File: config.mk
export PLATFORM = sky130hd
export DESIGN_NAME = clock_calendar_top
export DESIGN_NICKNAME = d
export VERILOG_FILES = /design/src/calendar_pkg.sv /design/src/adjust_pkg.sv /design/src/time_of_day_counter.sv /design/src/calendar_counter.sv /design/src/adjust_regs.sv /design/src/segment_display.sv /design/src/clock_calendar_top.sv
export SDC_FILE = /design/constraint.sdc
export NUM_CORES = 1
export LEC_CHECK = 0
export BUFFER_PORTS_ARGS = -buffer_cell sky130_fd_sc_hd__buf_2
export CORE_UTILIZATION = 61
export DETAILED_ROUTE_END_ITERATION = 16
export GPL_TIMING_DRIVEN = 0
export PLACE_DENSITY = 0.86
export SYNTH_ARGS = -nofsm -noshare
export SYNTH_HDL_FRONTEND = slang
export SYNTH_SLANG_ARGS = --single-unit
File: constraint.sdc
create_clock -name intermediate_clk -period 7.7 [get_ports intermediate_clk]
set_input_delay 1.54 -clock intermediate_clk [delete_from_list [all_inputs] [get_ports intermediate_clk]]
set_output_delay 1.54 -clock intermediate_clk [all_outputs]
set_load 0.01 [all_outputs]
File: src/calendar_pkg.sv
package calendar_pkg;

	typedef logic [3:0]  bcd_digit_t; // one decimal digit
	typedef logic [7:0]  bcd_pair_t;  // two digits, tens in the upper nibble
	typedef logic [15:0] bcd_year_t;  // four year digits, thousands first

	// code outside 0..9, shown with all segments dark
	localparam bcd_digit_t bcd_blank = 4'hf;

	typedef struct packed {
		bcd_digit_t hour_tens;
		bcd_digit_t hour_ones;
		bcd_digit_t min_tens;
		bcd_digit_t min_ones;
		bcd_digit_t sec_tens;
		bcd_digit_t sec_ones;
	} tod_t;

	typedef struct packed {
		bcd_digit_t day_tens;
		bcd_digit_t day_ones;
		bcd_digit_t month_tens;
		bcd_digit_t month_ones;
		bcd_digit_t year_thou;
		bcd_digit_t year_hund;
		bcd_digit_t year_tens;
		bcd_digit_t year_ones;
	} date_t;

	localparam tod_t reset_tod = '{
		hour_tens: 4'd0, hour_ones: 4'd0,
		min_tens:  4'd0, min_ones:  4'd0,
		sec_tens:  4'd0, sec_ones:  4'd0
	}; // 00:00:00

	localparam date_t reset_date = '{
		day_tens:   4'd0, day_ones:   4'd1,
		month_tens: 4'd0, month_ones: 4'd1,
		year_thou:  4'd2, year_hund:  4'd0,
		year_tens:  4'd0, year_ones:  4'd0
	}; // 01-01-2000

endpackage

File: src/adjust_pkg.sv
package adjust_pkg;

	typedef logic [31:0] reg_data_t;

	typedef enum logic [2:0] {
		ctrl      = 3'd0, // run and show_time flags
		load_time = 3'd1, // data[23:0] is a tod_t
		load_date = 3'd2, // data[31:0] is a date_t
		step_day  = 3'd3  // one day forward, only while stopped
	} reg_addr_t;

	// bit positions inside the ctrl register
	localparam int ctrl_run_bit       = 0;
	localparam int ctrl_show_time_bit = 1;

	typedef struct packed {
		logic      valid;
		reg_addr_t addr;
		reg_data_t data;
	} wr_req_t;

	// bit 6 is segment a, bit 0 is segment g, 1 means lit
	typedef logic [6:0] seg_t;

endpackage

File: src/time_of_day_counter.sv
module time_of_day_counter (
	input  logic               intermediate_clk,
	input  logic               rst_calendar,
	input  logic               tick,
	input  logic               load,
	input  calendar_pkg::tod_t load_value,
	output calendar_pkg::tod_t tod,
	output logic               midnight
);

	logic               sec_ones_max;
	logic               sec_max;
	logic               min_ones_max;
	logic               min_max;
	logic               hour_max;
	logic               day_wrap;
	calendar_pkg::tod_t next_tod;

	assign sec_ones_max = (tod.sec_ones == 4'd9);
	assign sec_max      = sec_ones_max && (tod.sec_tens == 4'd5); // xx:xx:59
	assign min_ones_max = (tod.min_ones == 4'd9);
	assign min_max      = min_ones_max && (tod.min_tens == 4'd5); // xx:59:xx
	assign hour_max     = (tod.hour_tens == 4'd2) && (tod.hour_ones == 4'd3);
	assign day_wrap     = sec_max && min_max && hour_max; // 23:59:59

	// cascaded increment, each digit rolls only when all lower ones are at max
	always_comb begin
		next_tod = tod;
		if (!sec_ones_max) begin
			next_tod.sec_ones = tod.sec_ones + 4'd1;
		end else begin
			next_tod.sec_ones = 4'd0;
			if (!sec_max) begin
				next_tod.sec_tens = tod.sec_tens + 4'd1;
			end else begin
				next_tod.sec_tens = 4'd0;
				if (!min_ones_max) begin
					next_tod.min_ones = tod.min_ones + 4'd1;
				end else begin
					next_tod.min_ones = 4'd0;
					if (!min_max) begin
						next_tod.min_tens = tod.min_tens + 4'd1;
					end else begin
						next_tod.min_tens = 4'd0;
						if (hour_max) begin
							next_tod.hour_tens = 4'd0; // 23 -> 00
							next_tod.hour_ones = 4'd0;
						end else if (tod.hour_ones == 4'd9) begin
							next_tod.hour_tens = tod.hour_tens + 4'd1;
							next_tod.hour_ones = 4'd0;
						end else begin
							next_tod.hour_ones = tod.hour_ones + 4'd1;
						end
					end
				end
			end
		end
	end

	always_ff @(posedge intermediate_clk or negedge rst_calendar) begin
		if (!rst_calendar) begin
			tod      <= calendar_pkg::reset_tod;
			midnight <= 1'b0;
		end else begin
			midnight <= 1'b0;
			if (load) begin
				tod <= load_value; // load wins over a tick
			end else if (tick) begin
				tod      <= next_tod;
				midnight <= day_wrap;
			end
		end
	end

endmodule

File: src/calendar_counter.sv
module calendar_counter (
	input  logic                intermediate_clk,
	input  logic                rst_calendar,
	input  logic                advance_day,
	input  logic                step_day,
	input  logic                load,
	input  calendar_pkg::date_t load_value,
	output calendar_pkg::date_t date
);

	logic                    advance;
	logic                    century;
	logic                    leap_year;
	calendar_pkg::bcd_pair_t day_bcd;
	calendar_pkg::bcd_pair_t month_bcd;
	calendar_pkg::bcd_pair_t last_day;
	calendar_pkg::bcd_year_t year_bcd;
	calendar_pkg::date_t     next_date;

	// 10*t + o is a multiple of 4 when o is 0/4/8 for even t, 2/6 for odd t
	function automatic logic bcd_div4(
		input calendar_pkg::bcd_digit_t tens,
		input calendar_pkg::bcd_digit_t ones
	);
		if (tens[0]) begin
			return (ones == 4'd2) || (ones == 4'd6);
		end
		return (ones == 4'd0) || (ones == 4'd4) || (ones == 4'd8);
	endfunction

	function automatic calendar_pkg::bcd_year_t bcd_year_inc(
		input calendar_pkg::bcd_year_t year
	);
		calendar_pkg::bcd_year_t result;
		logic                    carry;
		result = year;
		carry  = 1'b1;
		for (int i = 0; i < 4; i++) begin
			if (carry) begin
				if (year[i*4 +: 4] == 4'd9) begin
					result[i*4 +: 4] = 4'd0; // keep carrying, 9999 ends at 0000
				end else begin
					result[i*4 +: 4] = year[i*4 +: 4] + 4'd1;
					carry            = 1'b0;
				end
			end
		end
		return result;
	endfunction

	assign advance   = advance_day | step_day; // both at once still count one day
	assign day_bcd   = {date.day_tens, date.day_ones};
	assign month_bcd = {date.month_tens, date.month_ones};
	assign year_bcd  = {date.year_thou, date.year_hund, date.year_tens, date.year_ones};

	// gregorian rule, century years use the upper two digits
	assign century   = (date.year_tens == 4'd0) && (date.year_ones == 4'd0);
	assign leap_year = century ? bcd_div4(date.year_thou, date.year_hund)
		: bcd_div4(date.year_tens, date.year_ones);

	always_comb begin
		case (month_bcd)
			8'h04, 8'h06, 8'h09, 8'h11: last_day = 8'h30;
			8'h02:                      last_day = leap_year ? 8'h29 : 8'h28;
			default:                    last_day = 8'h31;
		endcase
	end

	always_comb begin
		next_date = date;
		if (day_bcd != last_day) begin
			if (date.day_ones == 4'd9) begin
				next_date.day_tens = date.day_tens + 4'd1;
				next_date.day_ones = 4'd0;
			end else begin
				next_date.day_ones = date.day_ones + 4'd1;
			end
		end else begin
			next_date.day_tens = 4'd0; // first of next month
			next_date.day_ones = 4'd1;
			if (month_bcd == 8'h12) begin
				next_date.month_tens = 4'd0;
				next_date.month_ones = 4'd1;
				{next_date.year_thou, next_date.year_hund,
					next_date.year_tens, next_date.year_ones} = bcd_year_inc(year_bcd);
			end else if (date.month_ones == 4'd9) begin
				next_date.month_tens = 4'd1; // september -> october
				next_date.month_ones = 4'd0;
			end else begin
				next_date.month_ones = date.month_ones + 4'd1;
			end
		end
	end

	always_ff @(posedge intermediate_clk or negedge rst_calendar) begin
		if (!rst_calendar) begin
			date <= calendar_pkg::reset_date;
		end else if (load) begin
			date <= load_value;
		end else if (advance) begin
			date <= next_date;
		end
	end

endmodule

File: src/adjust_regs.sv
module adjust_regs (
	input  logic                intermediate_clk,
	input  logic                rst_calendar,
	input  adjust_pkg::wr_req_t wr,
	input  logic                second_tick,
	output logic                run_tick,
	output logic                tod_load,
	output calendar_pkg::tod_t  tod_value,
	output logic                date_load,
	output calendar_pkg::date_t date_value,
	output logic                day_step,
	output logic                show_time
);

	logic run;

	assign run_tick = second_tick & run; // stopped clock ignores ticks

	always_ff @(posedge intermediate_clk or negedge rst_calendar) begin
		if (!rst_calendar) begin
			run       <= 1'b1;
			show_time <= 1'b0;
			tod_load  <= 1'b0;
			date_load <= 1'b0;
			day_step  <= 1'b0;
		end else begin
			tod_load  <= 1'b0; // strobes last one cycle
			date_load <= 1'b0;
			day_step  <= 1'b0;
			if (wr.valid) begin
				case (wr.addr)
					adjust_pkg::ctrl: begin
						run       <= wr.data[adjust_pkg::ctrl_run_bit];
						show_time <= wr.data[adjust_pkg::ctrl_show_time_bit];
					end
					adjust_pkg::load_time: begin
						tod_load <= 1'b1;
					end
					adjust_pkg::load_date: begin
						date_load <= 1'b1;
					end
					adjust_pkg::step_day: begin
						day_step <= !run; // manual stepping only while stopped
					end
					default: begin
						// unmapped address, write dropped
					end
				endcase
			end
		end
	end

	// load values captured alongside the strobe
	always_ff @(posedge intermediate_clk) begin
		if (wr.valid && (wr.addr == adjust_pkg::load_time)) begin
			tod_value <= wr.data[$bits(calendar_pkg::tod_t)-1:0];
		end
		if (wr.valid && (wr.addr == adjust_pkg::load_date)) begin
			date_value <= wr.data;
		end
	end

endmodule

File: src/segment_display.sv
module segment_display #(
	parameter bit SEG_ACTIVE_LOW = 1'b1
) (
	input  logic                intermediate_clk,
	input  logic                rst_calendar,
	input  calendar_pkg::tod_t  tod,
	input  calendar_pkg::date_t date,
	input  logic                show_time,
	output adjust_pkg::seg_t    segs [8]
);

	localparam adjust_pkg::seg_t seg_off = SEG_ACTIVE_LOW ? 7'h7f : 7'h00;

	calendar_pkg::bcd_digit_t digits [8];

	function automatic adjust_pkg::seg_t encode(input calendar_pkg::bcd_digit_t d);
		case (d)
			4'd0:    return 7'b1111110;
			4'd1:    return 7'b0110000;
			4'd2:    return 7'b1101101;
			4'd3:    return 7'b1111001;
			4'd4:    return 7'b0110011;
			4'd5:    return 7'b1011011;
			4'd6:    return 7'b1011111;
			4'd7:    return 7'b1110000;
			4'd8:    return 7'b1111111;
			4'd9:    return 7'b1111011;
			default: return 7'b0000000; // blank and non-bcd codes
		endcase
	endfunction

	// digit 0 is the left-most position
	always_comb begin
		if (show_time) begin
			digits[0] = tod.hour_tens;
			digits[1] = tod.hour_ones;
			digits[2] = tod.min_tens;
			digits[3] = tod.min_ones;
			digits[4] = tod.sec_tens;
			digits[5] = tod.sec_ones;
			digits[6] = calendar_pkg::bcd_blank;
			digits[7] = calendar_pkg::bcd_blank;
		end else begin
			digits[0] = date.day_tens; // DDMMYYYY
			digits[1] = date.day_ones;
			digits[2] = date.month_tens;
			digits[3] = date.month_ones;
			digits[4] = date.year_thou;
			digits[5] = date.year_hund;
			digits[6] = date.year_tens;
			digits[7] = date.year_ones;
		end
	end

	always_ff @(posedge intermediate_clk or negedge rst_calendar) begin
		if (!rst_calendar) begin
			for (int i = 0; i < 8; i++) begin
				segs[i] <= seg_off; // dark while in reset
			end
		end else begin
			for (int i = 0; i < 8; i++) begin
				segs[i] <= SEG_ACTIVE_LOW ? ~encode(digits[i]) : encode(digits[i]);
			end
		end
	end

endmodule

File: src/clock_calendar_top.sv
module clock_calendar_top #(
	parameter bit SEG_ACTIVE_LOW = 1'b1
) (
	input  logic                intermediate_clk,
	input  logic                rst_calendar,
	input  logic                second_tick,
	input  adjust_pkg::wr_req_t wr,
	output calendar_pkg::tod_t  tod,
	output calendar_pkg::date_t date,
	output adjust_pkg::seg_t    segs [8]
);

	logic                run_tick;
	logic                tod_load;
	calendar_pkg::tod_t  tod_value;
	logic                date_load;
	calendar_pkg::date_t date_value;
	logic                day_step;
	logic                show_time;
	logic                midnight;

	adjust_regs adjust_regs_i (
		.intermediate_clk (intermediate_clk),
		.rst_calendar     (rst_calendar),
		.wr               (wr),
		.second_tick      (second_tick),
		.run_tick         (run_tick),
		.tod_load         (tod_load),
		.tod_value        (tod_value),
		.date_load        (date_load),
		.date_value       (date_value),
		.day_step         (day_step),
		.show_time        (show_time)
	);

	time_of_day_counter time_of_day_counter_i (
		.intermediate_clk (intermediate_clk),
		.rst_calendar     (rst_calendar),
		.tick             (run_tick),
		.load             (tod_load),
		.load_value       (tod_value),
		.tod              (tod),
		.midnight         (midnight)
	);

	calendar_counter calendar_counter_i (
		.intermediate_clk (intermediate_clk),
		.rst_calendar     (rst_calendar),
		.advance_day      (midnight), // rollover from the time counter
		.step_day         (day_step),
		.load             (date_load),
		.load_value       (date_value),
		.date             (date)
	);

	segment_display #(
		.SEG_ACTIVE_LOW (SEG_ACTIVE_LOW)
	) segment_display_i (
		.intermediate_clk (intermediate_clk),
		.rst_calendar     (rst_calendar),
		.tod              (tod),
		.date             (date),
		.show_time        (show_time),
		.segs             (segs)
	);

endmodule

==> run metrics <==
Final #Nets between 1,000 and 1,500; final core utilization 0.7547; Clock Power Share 0.258; std cell rows between 40 and 50; post-layout min period 3.249 ns; max-slew violations 0; Post-CTS Setup Inserts 0; DRC errors left 0; CTS root buf clkbuf_16; outcome completed; Synth Flop Type dfstp_2; Distinct cells, synth 71; final WL between 20,000 and 25,000 um; Multi-input gate area around 3900 um2; die height approximately 120 um; Reg2Reg Depth 9; drt via density between 6 and 7; clock latency on the worst-skew pair 0.45 ns; TritonRoute pass-1 iters 6; # hold bufs at CTS 0; worst-path maximum fanout 10; combinational fraction of design power 0.336; average size of a mapped cell 10.70 um2; sw frac 0.3587; H-tree level count 4; DRT iter0 DRCs 656; HP Class register to register; Gate Count Post-Synth 834; most common library cell in the layout ignoring fill and taps buf_2; R2R Setup Slk between 4 and 5 ns; Post-DRT Antenna Nets 0; filler cell count around 940; vias in the first global route a little over 7,000; first-pass GRT wire length about 36,000 um; worst path required time between 8 and 9 ns; DP HPWL approximately 16,000 um; RD Place Congestion 0.8717; DIE AREA 15,120 um2; Mapped Nets 924; Total Routing Usage GR 0.3245; Int Power between 0.002 and 0.0025 W; final setup vio count 0; Post-synth EDFFs 56; Seq/Total Area, Yosys 0.5277; min-delay src adjust_regs_i.tod_value[0]; Crit Path Category register to register; crit share post-route 0.4219; RR Startpoint adjust_regs_i.show_time; f_max between 300 and 400 MHz; Worst slew margin 0.3850; core area approximately 14,000 um2; CP endpoint kind register; IO Pins 151; Worst IR Drop VDD roughly 0.00018 V; ys async rst share 0.6782; initial core utilization 0.6331; Num CTS Buffers 17; GR Overflow Total 0; clk slew on worst S/H paths about 0.070 ns; CTS sink cnt 174; Hold Path Cell Cnt 2; sequential fraction of design power 0.406; number of buffers added on ports 150; DR WL/cell approximately 19 um; sequential cell area around 4700 um2; leak pwr 4.560 nW; CP Launch Type register; Hold Fails Final Rpt 0; Yosys reg bits between 150 and 200; Vias about 7,500; switching power roughly 0.0013 W; largest net degree at the start of global routing 87; placed inst area 9990 um2; Chip Width ~120 um; synthesis-to-layout area growth 19.21%; CTS tree done; antenna violations before repair 1; number of max-cap violations 0; layout cell share with drive strength beyond 1 0.2782; Min Hold Slack between 0.4 and 0.5 ns; Pwr Density around 330 nW/um2; clock skew 0.01164 ns; Yosys Warn Count 0; Final Cell Area ~11,000 um2; sink of the worst hold path time_of_day_counter_i.tod[0]; number of instances resized during post-cts repair 0; Slew @ Worst Pin 0.9185 ns; unrepaired setup endpoints after global routing false; Worst EP arrival around 3.6 ns; most frequent cells in the layout buf_2, nand2_1, a21oi_1, o21ai_0, dfstp_2; synthesized area a little under 9000 um2; largest buffer count on any clock path 2; setup TNS 0 ns; RR Endpoint segment_display_i.segs[6]
## cells in the mapped netlist, types with 5 or more instances
master	instances	share of area
nor2b_1	11	0.0077
o21bai_1	12	0.010
nor2_1	59	0.025
a22oi_1	10	0.0084
o21ai_0	65	0.036
or3_1	5	0.0035
mux2i_1	32	0.036
buf_2	7	0.0039
nor3b_1	7	0.0059
dfrtp_1	58	0.16
a21oi_1	72	0.040
or2_2	7	0.0049
inv_1	46	0.019
a31oi_1	7	0.0049
nand3_1	17	0.0095
nand2b_1	13	0.0091
nand2_1	77	0.032
clkbuf_1	22	0.0093
a211oi_1	7	0.0059
dfstp_2	60	0.18
nor3_1	13	0.0073
edfxtp_1	56	0.19
o21a_1	6	0.0050
o2111ai_1	5	0.0049
mux2_2	9	0.011
ha_1	51	0.071
xor2_1	5	0.0049
xnor2_1	7	0.0069
a21o_1	6	0.0050
## stage by stage
stage / worst slack (ns) / instances / power (W)
final: 4.451 / 1202 / 0.003537
after global routing: 4.367 / 1201 / 0.003740
after CTS: 4.481 / 1201 / 0.003524
after detailed placement: 4.389 / 1169 / 0.002594
after global placement: 1.713 / 1164 / 0.002537
after floorplan: 3.057 / 834 / 0.002169
## final cells by class
type                            instances  area share
Antenna cell                            1   0.0002352
Buffer                                 34     0.01388
Clock buffer                           24     0.05539
Multi-Input combinational cell        580      0.3670
Sequential cell                       174      0.4427
Clock inverter                          8    0.005410
Tap cell                              180     0.02117
Timing Repair Buffer                  155     0.07797
Inverter                               46     0.01623
## worst max-delay path by stage
stage	start	slack (ns)	endpoint	depth (start not counted)
finish	adjust_regs_i.show_time	4.45	segment_display_i.segs[6]	9
CTS	adjust_regs_i.show_time	4.48	segment_display_i.segs[6]	9
global route	adjust_regs_i.show_time	4.37	segment_display_i.segs[6]	9
detailed placement	wr[34]	4.39	adjust_regs_i.tod_value[4]	5
global placement	wr[34]	1.71	adjust_regs_i.date_value[30]	3
floorplan	wr[34]	3.06	adjust_regs_i.date_value[0]	2
## worst max-delay path, cell delays in order, from the launching register on
cell,delay (ns)
dfrtp_1,0.34
clkbuf_1,0.67
clkbuf_1,0.72
clkbuf_1,0.41
or2_2,0.21
inv_1,0.07
ha_1,0.17
or2_2,0.26
a21oi_1,0.20
o21bai_1,0.10
## metal layers
layer,up-vias,GRT usage,part of all wire
li1,3335,-,-
met2,435,0.5112,0.48
met1,3617,0.4162,0.40
met5,-,0,0.00056
met3,85,0.06965,0.083
met4,2,0.1860,0.040
## power groups by stage
stage               registers, W  logic [W]  clock network, W
global placement         0.00143    0.00110                 0
floorplan                0.00151   0.000660                 0
detailed placement       0.00144    0.00115                 0
CTS                      0.00143    0.00118          0.000914
global route             0.00146    0.00132          0.000954
finish                   0.00144    0.00119          0.000913
## sequential cells by signal, summed over array words and instances, names as in the netlist
| name | count |
|---|---|
| segment_display_i.segs | 56 |
| adjust_regs_i.show_time | 1 |
| adjust_regs_i.day_step | 1 |
| adjust_regs_i.tod_value | 24 |
| adjust_regs_i.date_load | 1 |
| calendar_counter_i.date | 32 |
| time_of_day_counter_i.midnight | 1 |
| adjust_regs_i.date_value | 32 |
| time_of_day_counter_i.tod | 24 |
| adjust_regs_i.run | 1 |
| adjust_regs_i.tod_load | 1 |
## cells by family (layout without fill, tap and decap cells)
family / after synthesis / count (layout) / share of synthesized area
adders and majority gates: 51 / 51 / 0.07150
and+or+nand+nor: 245 / 245 / 0.1412
buffers and inverters: 80 / 267 / 0.03589
xor gates and xnor gates: 12 / 12 / 0.01178
AOI/OAI and AO/OA: 231 / 231 / 0.1647
DFF: 174 / 174 / 0.5277
muxes: 41 / 41 / 0.04725
other: 0 / 1 / 0
No activity file was read; power rests on OpenSTA's default activity.
